`src/hdl/disc_pkg.sv`:
```
`default_nettype none

package disc_pkg;

  //////////////////////////////////////////////////
  // sizes
  //////////////////////////////////////////////////

  // adc channels and external digital trigger inputs
  localparam int CHANNELS     = 2;
  localparam int DIG_CHANNELS = 2;
  localparam int CHAN_WIDTH   = (CHANNELS > 1) ? $clog2(CHANNELS) : 1;

  localparam int SAMPLE_WIDTH = 16;

  // largest start delay plus one, also the delay line depth
  localparam int MAX_DELAY    = 16;
  localparam int DELAY_WIDTH  = $clog2(MAX_DELAY);
  // gate span holds start plus stop
  localparam int SPAN_WIDTH   = $clog2(2 * MAX_DELAY);

  localparam int TSTAMP_WIDTH = 24;

  // analog levels first, digital inputs after them
  localparam int SRC_WIDTH    = $clog2(CHANNELS + DIG_CHANNELS);

  //////////////////////////////////////////////////
  // types
  //////////////////////////////////////////////////

  typedef logic signed [SAMPLE_WIDTH-1:0] sample_t;
  typedef logic [DELAY_WIDTH-1:0]         delay_t;
  typedef logic [SPAN_WIDTH-1:0]          span_t;
  typedef logic [TSTAMP_WIDTH-1:0]        tstamp_t;
  typedef logic [SRC_WIDTH-1:0]           src_t;
  typedef logic [CHAN_WIDTH-1:0]          chan_t;

endpackage

`default_nettype wire

```
`src/hdl/disc_cfg_if.sv`:
```
`timescale 1ns/1ps
`default_nettype none

interface disc_cfg_if;
  import disc_pkg::*;

  // hysteresis thresholds, signed like the samples
  sample_t low_thr;
  sample_t high_thr;
  // gate window in samples
  delay_t  start_delay;
  delay_t  stop_delay;
  src_t    trig_src;

  modport provider (
    output low_thr, high_thr, start_delay, stop_delay, trig_src
  );

  modport consumer (
    input low_thr, high_thr, start_delay, stop_delay, trig_src
  );

endinterface

`default_nettype wire

```
`src/hdl/delay_line.sv`:
```
`timescale 1ns/1ps
`default_nettype none

module delay_line #(
  parameter type payload_t = logic
) (
  input  logic              adc_clk,
  input  logic              arst_n_i,
  input  logic              shift_i,
  input  payload_t          data_i,
  input  disc_pkg::delay_t  tap_i,
  output payload_t          data_o
);
  import disc_pkg::*;

  localparam int DEPTH = MAX_DELAY;

  payload_t mem [DEPTH];
  // points at the slot the current input goes into
  delay_t   wr_ptr;
  delay_t   rd_ptr;

  always_ff @(posedge adc_clk or negedge arst_n_i) begin
    if (!arst_n_i) begin
      wr_ptr <= '0;
    end else if (shift_i) begin
      wr_ptr <= wr_ptr + 1'b1;
    end
  end

  always_ff @(posedge adc_clk) begin
    if (shift_i) begin
      mem[wr_ptr] <= data_i;
    end
  end

  // pointer wraps with the buffer since DEPTH is a power of two
  assign rd_ptr = wr_ptr - tap_i;

  // tap 0 bypasses the buffer
  assign data_o = (tap_i == '0) ? data_i : mem[rd_ptr];

endmodule

`default_nettype wire

```
`src/hdl/disc_channel.sv`:
```
`timescale 1ns/1ps
`default_nettype none

module disc_channel (
  input  logic                                adc_clk,
  input  logic                                arst_n_i,
  input  logic                                valid_i,
  input  disc_pkg::sample_t                   sample_i,
  input  disc_pkg::tstamp_t                   tstamp_i,
  input  logic [disc_pkg::CHANNELS-1:0]       levels_i,
  input  logic [disc_pkg::DIG_CHANNELS-1:0]   dig_trig_i,
  input  logic                                reset_state_i,
  disc_cfg_if.consumer                        cfg_i,
  output logic                                valid_o,
  output disc_pkg::sample_t                   data_o,
  output disc_pkg::tstamp_t                   tstamp_o
);
  import disc_pkg::*;

  logic [CHANNELS+DIG_CHANNELS-1:0] sources;
  logic    trig;
  span_t   span;
  logic    gate;
  sample_t sample_dly;
  tstamp_t tstamp_dly;
  // valid steps seen since state reset, saturating
  delay_t  fill_cnt;
  logic    primed;
  logic    keep;

  //////////////////////////////////////////////////
  // trigger select and gate
  //////////////////////////////////////////////////

  // source index counts analog levels first, then digital inputs
  assign sources = {dig_trig_i, levels_i};
  assign trig    = sources[cfg_i.trig_src];
  assign span    = span_t'(cfg_i.start_delay) + span_t'(cfg_i.stop_delay);

  gate_timer gate_timer_i (
    .adc_clk       (adc_clk),
    .arst_n_i      (arst_n_i),
    .step_i        (valid_i),
    .trig_i        (trig),
    .reset_state_i (reset_state_i),
    .span_i        (span),
    .gate_o        (gate)
  );

  //////////////////////////////////////////////////
  // pre-trigger delay
  //////////////////////////////////////////////////

  delay_line #(
    .payload_t (sample_t)
  ) sample_dly_i (
    .adc_clk  (adc_clk),
    .arst_n_i (arst_n_i),
    .shift_i  (valid_i),
    .data_i   (sample_i),
    .tap_i    (cfg_i.start_delay),
    .data_o   (sample_dly)
  );

  delay_line #(
    .payload_t (tstamp_t)
  ) tstamp_dly_i (
    .adc_clk  (adc_clk),
    .arst_n_i (arst_n_i),
    .shift_i  (valid_i),
    .data_i   (tstamp_i),
    .tap_i    (cfg_i.start_delay),
    .data_o   (tstamp_dly)
  );

  // no output until the tap reaches a sample taken after the state reset
  always_ff @(posedge adc_clk or negedge arst_n_i) begin
    if (!arst_n_i) begin
      fill_cnt <= '0;
    end else if (reset_state_i) begin
      fill_cnt <= '0;
    end else if (valid_i && (fill_cnt != '1)) begin
      fill_cnt <= fill_cnt + 1'b1;
    end
  end

  assign primed = (fill_cnt >= cfg_i.start_delay);
  assign keep   = valid_i && gate && primed;

  //////////////////////////////////////////////////
  // output stage
  //////////////////////////////////////////////////

  always_ff @(posedge adc_clk or negedge arst_n_i) begin
    if (!arst_n_i) begin
      valid_o <= 1'b0;
    end else if (reset_state_i) begin
      valid_o <= 1'b0;
    end else begin
      valid_o <= keep;
    end
  end

  // data and timestamp hold between kept samples
  always_ff @(posedge adc_clk) begin
    if (keep) begin
      data_o   <= sample_dly;
      tstamp_o <= tstamp_dly;
    end
  end

endmodule

`default_nettype wire

```
`src/hdl/disc_config.sv`:
```
`timescale 1ns/1ps
`default_nettype none

module disc_config (
  input  logic               adc_clk,
  input  logic               arst_n_i,
  input  logic               cfg_wr_i,
  input  disc_pkg::chan_t    cfg_chan_i,
  input  disc_pkg::sample_t  cfg_low_thr_i,
  input  disc_pkg::sample_t  cfg_high_thr_i,
  input  disc_pkg::delay_t   cfg_start_delay_i,
  input  disc_pkg::delay_t   cfg_stop_delay_i,
  input  disc_pkg::src_t     cfg_trig_src_i,
  disc_cfg_if.provider       cfg_o [disc_pkg::CHANNELS]
);
  import disc_pkg::*;

  sample_t low_thr_q     [CHANNELS];
  sample_t high_thr_q    [CHANNELS];
  delay_t  start_delay_q [CHANNELS];
  delay_t  stop_delay_q  [CHANNELS];
  src_t    trig_src_q    [CHANNELS];

  // one write updates every field of the addressed channel
  always_ff @(posedge adc_clk or negedge arst_n_i) begin
    if (!arst_n_i) begin
      for (int c = 0; c < CHANNELS; c++) begin
        low_thr_q[c]     <= '0;
        high_thr_q[c]    <= '0;
        start_delay_q[c] <= '0;
        stop_delay_q[c]  <= '0;
        trig_src_q[c]    <= '0;
      end
    end else if (cfg_wr_i) begin
      low_thr_q[cfg_chan_i]     <= cfg_low_thr_i;
      high_thr_q[cfg_chan_i]    <= cfg_high_thr_i;
      start_delay_q[cfg_chan_i] <= cfg_start_delay_i;
      stop_delay_q[cfg_chan_i]  <= cfg_stop_delay_i;
      trig_src_q[cfg_chan_i]    <= cfg_trig_src_i;
    end
  end

  for (genvar c = 0; c < CHANNELS; c++) begin : g_drive
    assign cfg_o[c].low_thr     = low_thr_q[c];
    assign cfg_o[c].high_thr    = high_thr_q[c];
    assign cfg_o[c].start_delay = start_delay_q[c];
    assign cfg_o[c].stop_delay  = stop_delay_q[c];
    assign cfg_o[c].trig_src    = trig_src_q[c];
  end

endmodule

`default_nettype wire

```
`src/hdl/gate_timer.sv`:
```
`timescale 1ns/1ps
`default_nettype none

module gate_timer (
  input  logic             adc_clk,
  input  logic             arst_n_i,
  input  logic             step_i,
  input  logic             trig_i,
  input  logic             reset_state_i,
  input  disc_pkg::span_t  span_i,
  output logic             gate_o
);
  import disc_pkg::*;

  // samples left in the open window after the current one
  span_t remain;

  // a new trigger reloads the full span, so overlapping windows merge
  always_ff @(posedge adc_clk or negedge arst_n_i) begin
    if (!arst_n_i) begin
      remain <= '0;
    end else if (reset_state_i) begin
      remain <= '0;
    end else if (step_i) begin
      if (trig_i) begin
        remain <= span_i;
      end else if (remain != '0) begin
        remain <= remain - 1'b1;
      end
    end
  end

  // window is span plus one steps long, the trigger step included
  assign gate_o = (remain != '0) || trig_i;

endmodule

`default_nettype wire

```
`src/hdl/hysteresis_trigger.sv`:
```
`timescale 1ns/1ps
`default_nettype none

module hysteresis_trigger (
  input  logic               adc_clk,
  input  logic               arst_n_i,
  input  logic               valid_i,
  input  disc_pkg::sample_t  sample_i,
  input  logic               reset_state_i,
  disc_cfg_if.consumer       cfg_i,
  output logic               level_o
);

  // schmitt comparator, the band between the thresholds keeps the level
  always_ff @(posedge adc_clk or negedge arst_n_i) begin
    if (!arst_n_i) begin
      level_o <= 1'b0;
    end else if (reset_state_i) begin
      level_o <= 1'b0;
    end else if (valid_i) begin
      if (sample_i > cfg_i.high_thr) begin
        level_o <= 1'b1;
      end else if (sample_i < cfg_i.low_thr) begin
        level_o <= 1'b0;
      end
    end
  end

endmodule

`default_nettype wire

```
`src/hdl/sample_discriminator.sv`:
```
`timescale 1ns/1ps
`default_nettype none

module sample_discriminator (
  input  logic                               adc_clk,
  input  logic                               arst_n_i,
  input  logic                               adc_valid_i,
  input  disc_pkg::sample_t                  adc_data_i [disc_pkg::CHANNELS],
  input  logic [disc_pkg::DIG_CHANNELS-1:0]  adc_dig_trig_i,
  input  logic                               adc_reset_state_i,
  input  logic                               cfg_wr_i,
  input  disc_pkg::chan_t                    cfg_chan_i,
  input  disc_pkg::sample_t                  cfg_low_thr_i,
  input  disc_pkg::sample_t                  cfg_high_thr_i,
  input  disc_pkg::delay_t                   cfg_start_delay_i,
  input  disc_pkg::delay_t                   cfg_stop_delay_i,
  input  disc_pkg::src_t                     cfg_trig_src_i,
  output logic [disc_pkg::CHANNELS-1:0]      adc_valid_o,
  output disc_pkg::sample_t                  adc_data_o [disc_pkg::CHANNELS],
  output disc_pkg::tstamp_t                  adc_tstamp_o [disc_pkg::CHANNELS]
);
  import disc_pkg::*;

  // index of the next valid sample
  tstamp_t                  sample_cnt;
  // input stage, lines up with the comparator levels
  logic                     valid_q;
  sample_t                  data_q [CHANNELS];
  tstamp_t                  tstamp_q;
  logic [DIG_CHANNELS-1:0]  dig_trig_q;
  logic [CHANNELS-1:0]      levels;

  disc_cfg_if cfg_if [CHANNELS] ();

  always_ff @(posedge adc_clk or negedge arst_n_i) begin
    if (!arst_n_i) begin
      sample_cnt <= '0;
      valid_q    <= 1'b0;
      dig_trig_q <= '0;
    end else begin
      // a strobe coinciding with the state reset is dropped
      if (adc_reset_state_i) begin
        sample_cnt <= '0;
      end else if (adc_valid_i) begin
        sample_cnt <= sample_cnt + 1'b1;
      end
      valid_q    <= adc_valid_i && !adc_reset_state_i;
      dig_trig_q <= adc_dig_trig_i;
    end
  end

  always_ff @(posedge adc_clk) begin
    data_q   <= adc_data_i;
    tstamp_q <= sample_cnt;
  end

  disc_config disc_config_i (
    .adc_clk           (adc_clk),
    .arst_n_i          (arst_n_i),
    .cfg_wr_i          (cfg_wr_i),
    .cfg_chan_i        (cfg_chan_i),
    .cfg_low_thr_i     (cfg_low_thr_i),
    .cfg_high_thr_i    (cfg_high_thr_i),
    .cfg_start_delay_i (cfg_start_delay_i),
    .cfg_stop_delay_i  (cfg_stop_delay_i),
    .cfg_trig_src_i    (cfg_trig_src_i),
    .cfg_o             (cfg_if)
  );

  //////////////////////////////////////////////////
  // per-channel comparators and gates
  //////////////////////////////////////////////////

  for (genvar c = 0; c < CHANNELS; c++) begin : g_chan
    hysteresis_trigger hysteresis_trigger_i (
      .adc_clk       (adc_clk),
      .arst_n_i      (arst_n_i),
      .valid_i       (adc_valid_i),
      .sample_i      (adc_data_i[c]),
      .reset_state_i (adc_reset_state_i),
      .cfg_i         (cfg_if[c]),
      .level_o       (levels[c])
    );

    // every channel sees all levels, so any channel can gate any other
    disc_channel disc_channel_i (
      .adc_clk       (adc_clk),
      .arst_n_i      (arst_n_i),
      .valid_i       (valid_q),
      .sample_i      (data_q[c]),
      .tstamp_i      (tstamp_q),
      .levels_i      (levels),
      .dig_trig_i    (dig_trig_q),
      .reset_state_i (adc_reset_state_i),
      .cfg_i         (cfg_if[c]),
      .valid_o       (adc_valid_o[c]),
      .data_o        (adc_data_o[c]),
      .tstamp_o      (adc_tstamp_o[c])
    );
  end

endmodule

`default_nettype wire

```
`config.mk`:
```
export PLATFORM = sky130hd
export DESIGN_NAME = sample_discriminator
export DESIGN_NICKNAME = d
export VERILOG_FILES = /design/src/hdl/disc_pkg.sv /design/src/hdl/disc_cfg_if.sv /design/src/hdl/delay_line.sv /design/src/hdl/disc_channel.sv /design/src/hdl/disc_config.sv /design/src/hdl/gate_timer.sv /design/src/hdl/hysteresis_trigger.sv /design/src/hdl/sample_discriminator.sv
export SDC_FILE = /design/constraint.sdc
export NUM_CORES = 2
export LEC_CHECK = 0
export BUFFER_PORTS_ARGS = -buffer_cell sky130_fd_sc_hd__buf_2
export CAP_MARGIN = 20
export CORE_MARGIN = 1
export CORE_UTILIZATION = 40
export DETAILED_ROUTE_END_ITERATION = 8
export GPL_ROUTABILITY_DRIVEN = 0
export PLACE_DENSITY_LB_ADDON = 0.08
export SLEW_MARGIN = 20
export SYNTH_ARGS = -nofsm -noshare
export SYNTH_HDL_FRONTEND = slang
export SYNTH_SLANG_ARGS = --single-unit
```
`constraint.sdc`:
```
create_clock -name adc_clk -period 4.9 [get_ports adc_clk]
set_clock_uncertainty 0.05 [all_clocks]
set_input_delay 0.98 -clock adc_clk [delete_from_list [all_inputs] [get_ports adc_clk]]
set_output_delay 0.98 -clock adc_clk [all_outputs]
set_load 0.1 [all_outputs]
```
==> results.yml <==
floorplan:
  top_level_ports: 164
  placeableCoreArea_um2: 154400
  chipHeight_um: 396.7
  floorplan.die.width_um: 396.7
  floorplan.initialDensity_pct: 40.36
  fp.dieArea_um2: 157400
  placementRows: 144
worst_setup_path:
  path_class: "flip-flop to flip-flop"
  crit_path_max_fanout: 29
  crit_path_top_delay_cell: "sky130_fd_sc_hd__fa_4"
  critPathCaptureType: "flip-flop"
  timing.critical_path.buf_inv: 3
  cp.arrival_ps: 4110
  critical-path-top-delay-family: "adder cells"
  worstPathRequired_ps: 5360
  max_stage_delay_ps: 1090
  crit_chain: "inv_1 -> ha_4 -> inv_2 -> fa_4 -> xnor2_1 -> nand3_1 -> nor3_4 -> buf_4 -> mux2_2"
  cp-start-kind: "flip-flop"
clocking:
  cts.sink_count: 1565
  post_cts_buffers: 0
  clkLatencyLatePin_ps: 780
  clockRootBuffer: "sky130_fd_sc_hd__clkbuf_16"
  cts-buffers-inserted: 168
  cts.repair.resized: 0
  cts-hold-fix-buffers: 0
  cts_tree: "built"
  clk_pin_slew_ps: 60
  h-tree-depth: 4
  clock_path_buffers: 3
sta:
  rsz_0062_raised_after_global_routing: "false"
  worst_slew_pin_slew_ps: 1122
  setup-tns-final_ps: 0
  finalCriticalPeriod_ps: 3646
  final_min_period_over_clock_period_pct: 74.41
  clock.fmax_ghz: 0.2743
  final-hold-violation-count: 0
  finalSetupViolCount: 0
  timing.slew.headroom_pct: 25.19
  timing.final.max_slew_violations: 0
synthesis:
  yosysWarnings: 0
  post_synth_num_cell_types: 58
  synth_sequential_area_ratio_pct: 73.32
  synthFlopType: "sky130_fd_sc_hd__edfxtp_1"
  flip_flop_and_latch_count_after_synthesis: 1565
  netlist_area_um2: 62320
  proportion_of_register_bits_with_asynchronous_set_or_reset_after_synthesis_pct: 9.521
  number_of_flops_mapped_to_enable_cells_by_yosys: 1360
  syn-instance-count: 3144
  postSynthNetCount: 3345
  post_synth.cell_area_avg_um2: 19.82
layout:
  final_design_utilization_pct: 46.35
  area_added_between_synthesis_and_finish_pct: 14.86
  finalNetCount: 3641
  layout-drive-gt1-share_pct: 28.00
  finish.instance_area_um2: 71570
  final.fill_count: 12960
detailed_routing:
  post_drt_wl_per_cell_um: 27.00
  drc_errors: 44
  detail_route.first_pass.iterations: 9
  post_route_antenna_net_violation_count: 0
  route.final.wire_length_um: 152100
  drt-initial-drc-count: 2227
  post_drt_via_cell_ratio: 5.397
  number_of_vias_after_detailed_routing: 30400
pwr:
  power_switching_share_pct: 30.86
  clockPowerShare_pct: 28.6
  report.power.total_mw: 42.77
  power_density_nw_per_um2: 597.5
  power.internal_mw: 29.57
  ir_drop_mv: 0.4687
  part_of_the_power_in_combinational_logic_pct: 33.8
  p_leak_nw: 24.85
  total_switching_power_mw: 13.20
  sequential_group_share_of_total_power_pct: 37.5
worst_hold_path:
  holdCritPathClass: "input port to async pin"
grt:
  antenna_found_initial: 18
  grt_pass1_vias: 32250
  pin_count_of_the_biggest_net_entering_global_routing: 150
  grt_pass1_wl_um: 221700
  track_usage_pct: 19.51
  globalRoute.totalOverflow: 0
place:
  dpl_hpwl_um: 86290
  place_area_um2: 66190
  io_buffer_count: 163
outcome:
  run_status: "finished with violations"
  violated_checks: "design-rule violations"
job:
  drv.max_cap_violation_count: 0
==> cell type report <==
cell class              instances  area (um2)  area share [%]
diodes                         10       25.02         0.03496
clock buffers                 218        4483           6.263
clock inverters                91       835.8           1.168
inverters                      93       349.1          0.4877
multi-input cells            1344       15830           22.11
flip-flops and latches       1565       45710           63.87
well taps                    2044        2557           3.573
repair buffers                268        1785           2.495
==> power groups by stage <==
stage               sequential [mW]  clock, mW  combinational, mW
finish                         16.1       12.2               14.5
global route                   16.1       13.0               15.7
CTS                            16.1       12.6               14.8
detailed placement             16.3          0               14.8
global placement               16.3          0               14.6
floorplan                      16.4          0               10.8
==> worst register-to-register path, cell delays in order, from the launching register on <==
cell	delay, ps
sky130_fd_sc_hd__dfrtp_1	460
sky130_fd_sc_hd__inv_1	170
sky130_fd_sc_hd__ha_4	150
sky130_fd_sc_hd__inv_2	40
sky130_fd_sc_hd__fa_4	1090
sky130_fd_sc_hd__xnor2_1	180
sky130_fd_sc_hd__nand3_1	140
sky130_fd_sc_hd__nor3_4	210
sky130_fd_sc_hd__buf_4	490
sky130_fd_sc_hd__mux2_2	430
==> layer usage <==
layer  track usage, %  up-vias  routed length, um
li1                 -    13220                  -
met1            27.46    16280              68080
met2            31.80      686              73630
met3            3.108      209               7400
met4            4.675        6               2942
met5                0        -                 34
==> synth_stat cells, types with 30 or more instances <==
| cell | count | share of area, % |
|---|---|---|
| sky130_fd_sc_hd__a21oi_1 | 57 | 0.46 |
| sky130_fd_sc_hd__and2_1 | 50 | 0.50 |
| sky130_fd_sc_hd__buf_2 | 51 | 0.41 |
| sky130_fd_sc_hd__clkbuf_1 | 61 | 0.37 |
| sky130_fd_sc_hd__dfrtp_1 | 149 | 6.0 |
| sky130_fd_sc_hd__dfxtp_1 | 56 | 1.8 |
| sky130_fd_sc_hd__edfxtp_1 | 1360 | 66 |
| sky130_fd_sc_hd__ha_1 | 113 | 2.3 |
| sky130_fd_sc_hd__inv_1 | 91 | 0.55 |
| sky130_fd_sc_hd__mux2_2 | 107 | 1.9 |
| sky130_fd_sc_hd__mux2i_1 | 218 | 3.5 |
| sky130_fd_sc_hd__mux4_2 | 322 | 12 |
| sky130_fd_sc_hd__nand2_1 | 80 | 0.48 |
| sky130_fd_sc_hd__nor2_1 | 67 | 0.40 |
| sky130_fd_sc_hd__o21ai_0 | 65 | 0.52 |
| sky130_fd_sc_hd__xnor2_1 | 30 | 0.42 |
==> path summary, 6_finish.rpt <==
path | startpoint | to | slack [ps] | depth (start not counted)
worst min register to register | sample_cnt[23]$_DFFE_PN0P_ | tstamp_q[23]$_DFF_P_ | 340 | 0
min in group adc_clk | adc_dig_trig_i[0] | dig_trig_q[0]$_DFF_PN0_ | 280 | 1
max in group asynchronous | arst_n_i | valid_q$_DFF_PN0_ | 3830 | 2
worst max-delay path | g_chan[0].disc_channel_i.tstamp_dly_i.wr_ptr[0]$_DFFE_PN0P_ | g_chan[0].disc_channel_i.tstamp_o[6]$_DFFE_PP_ | 1250 | 9
worst min-delay path | arst_n_i | disc_config_i.cfg_o[1].low_thr[8]$_DFFE_PN0P_ | 260 | 2
worst max register to register | g_chan[0].disc_channel_i.tstamp_dly_i.wr_ptr[0]$_DFFE_PN0P_ | g_chan[0].disc_channel_i.tstamp_o[6]$_DFFE_PP_ | 1250 | 9
==> placed cells by master, fill, tap and decap left out, drive strengths merged, types with 7 or more instances in the layout <==
cell      count
and4          7
ha          113
a22oi        24
diode        10
clkinv       66
clkbuf      218
mux2        107
nor3b         9
a21oi        57
nor3         20
o21a         25
mux4        322
bufinv       10
dfrtp       149
nand4        18
o21ai        67
inv         100
clkinvlp      8
xnor2        30
a21o         15
xor2         25
buf         268
and2         51
and3         13
nand3        21
nand2        80
mux2i       218
edfxtp     1360
dfxtp        56
nor2         67
==> state kept, by name, indices dropped and copies added, names as in the netlist, 8 cells and up <==
signal and cells:
g_chan.disc_channel_i.tstamp_dly_i.mem 768, g_chan.disc_channel_i.sample_dly_i.mem 512, g_chan.disc_channel_i.tstamp_o 48, data_q 32, disc_config_i.cfg_o.high_thr 32, disc_config_i.cfg_o.low_thr 32
g_chan.disc_channel_i.data_o 32, sample_cnt 24, tstamp_q 24, g_chan.disc_channel_i.gate_timer_i.remain 10, disc_config_i.cfg_o.start_delay 8, disc_config_i.cfg_o.stop_delay 8
g_chan.disc_channel_i.fill_cnt 8, g_chan.disc_channel_i.sample_dly_i.wr_ptr 8, g_chan.disc_channel_i.tstamp_dly_i.wr_ptr 8
==> per-stage QoR <==
stage	hold WS, ps	instances	worst slack [ps]
final	258.2	5633	1254
after global routing	235.3	5623	1101
after CTS	217.3	5622	1203
after detailed placement	332.3	5313	1209
after global placement	335.5	5312	1226
after floorplan	315.3	3144	1602
==> cells by family after synthesis <==
kind of cell             after synthesis  synth area share, %
XOR/XNOR                              60               0.9557
flip-flops                          1565                73.32
buffers and inverters                235                1.598
AO/OA/AOI/OAI                        205                1.982
multiplexers                         647                17.07
adder cells (fa/ha/maj)              119                2.462
AND/OR/NAND/NOR                      313                2.614
(Power assumes the default switching activity.)
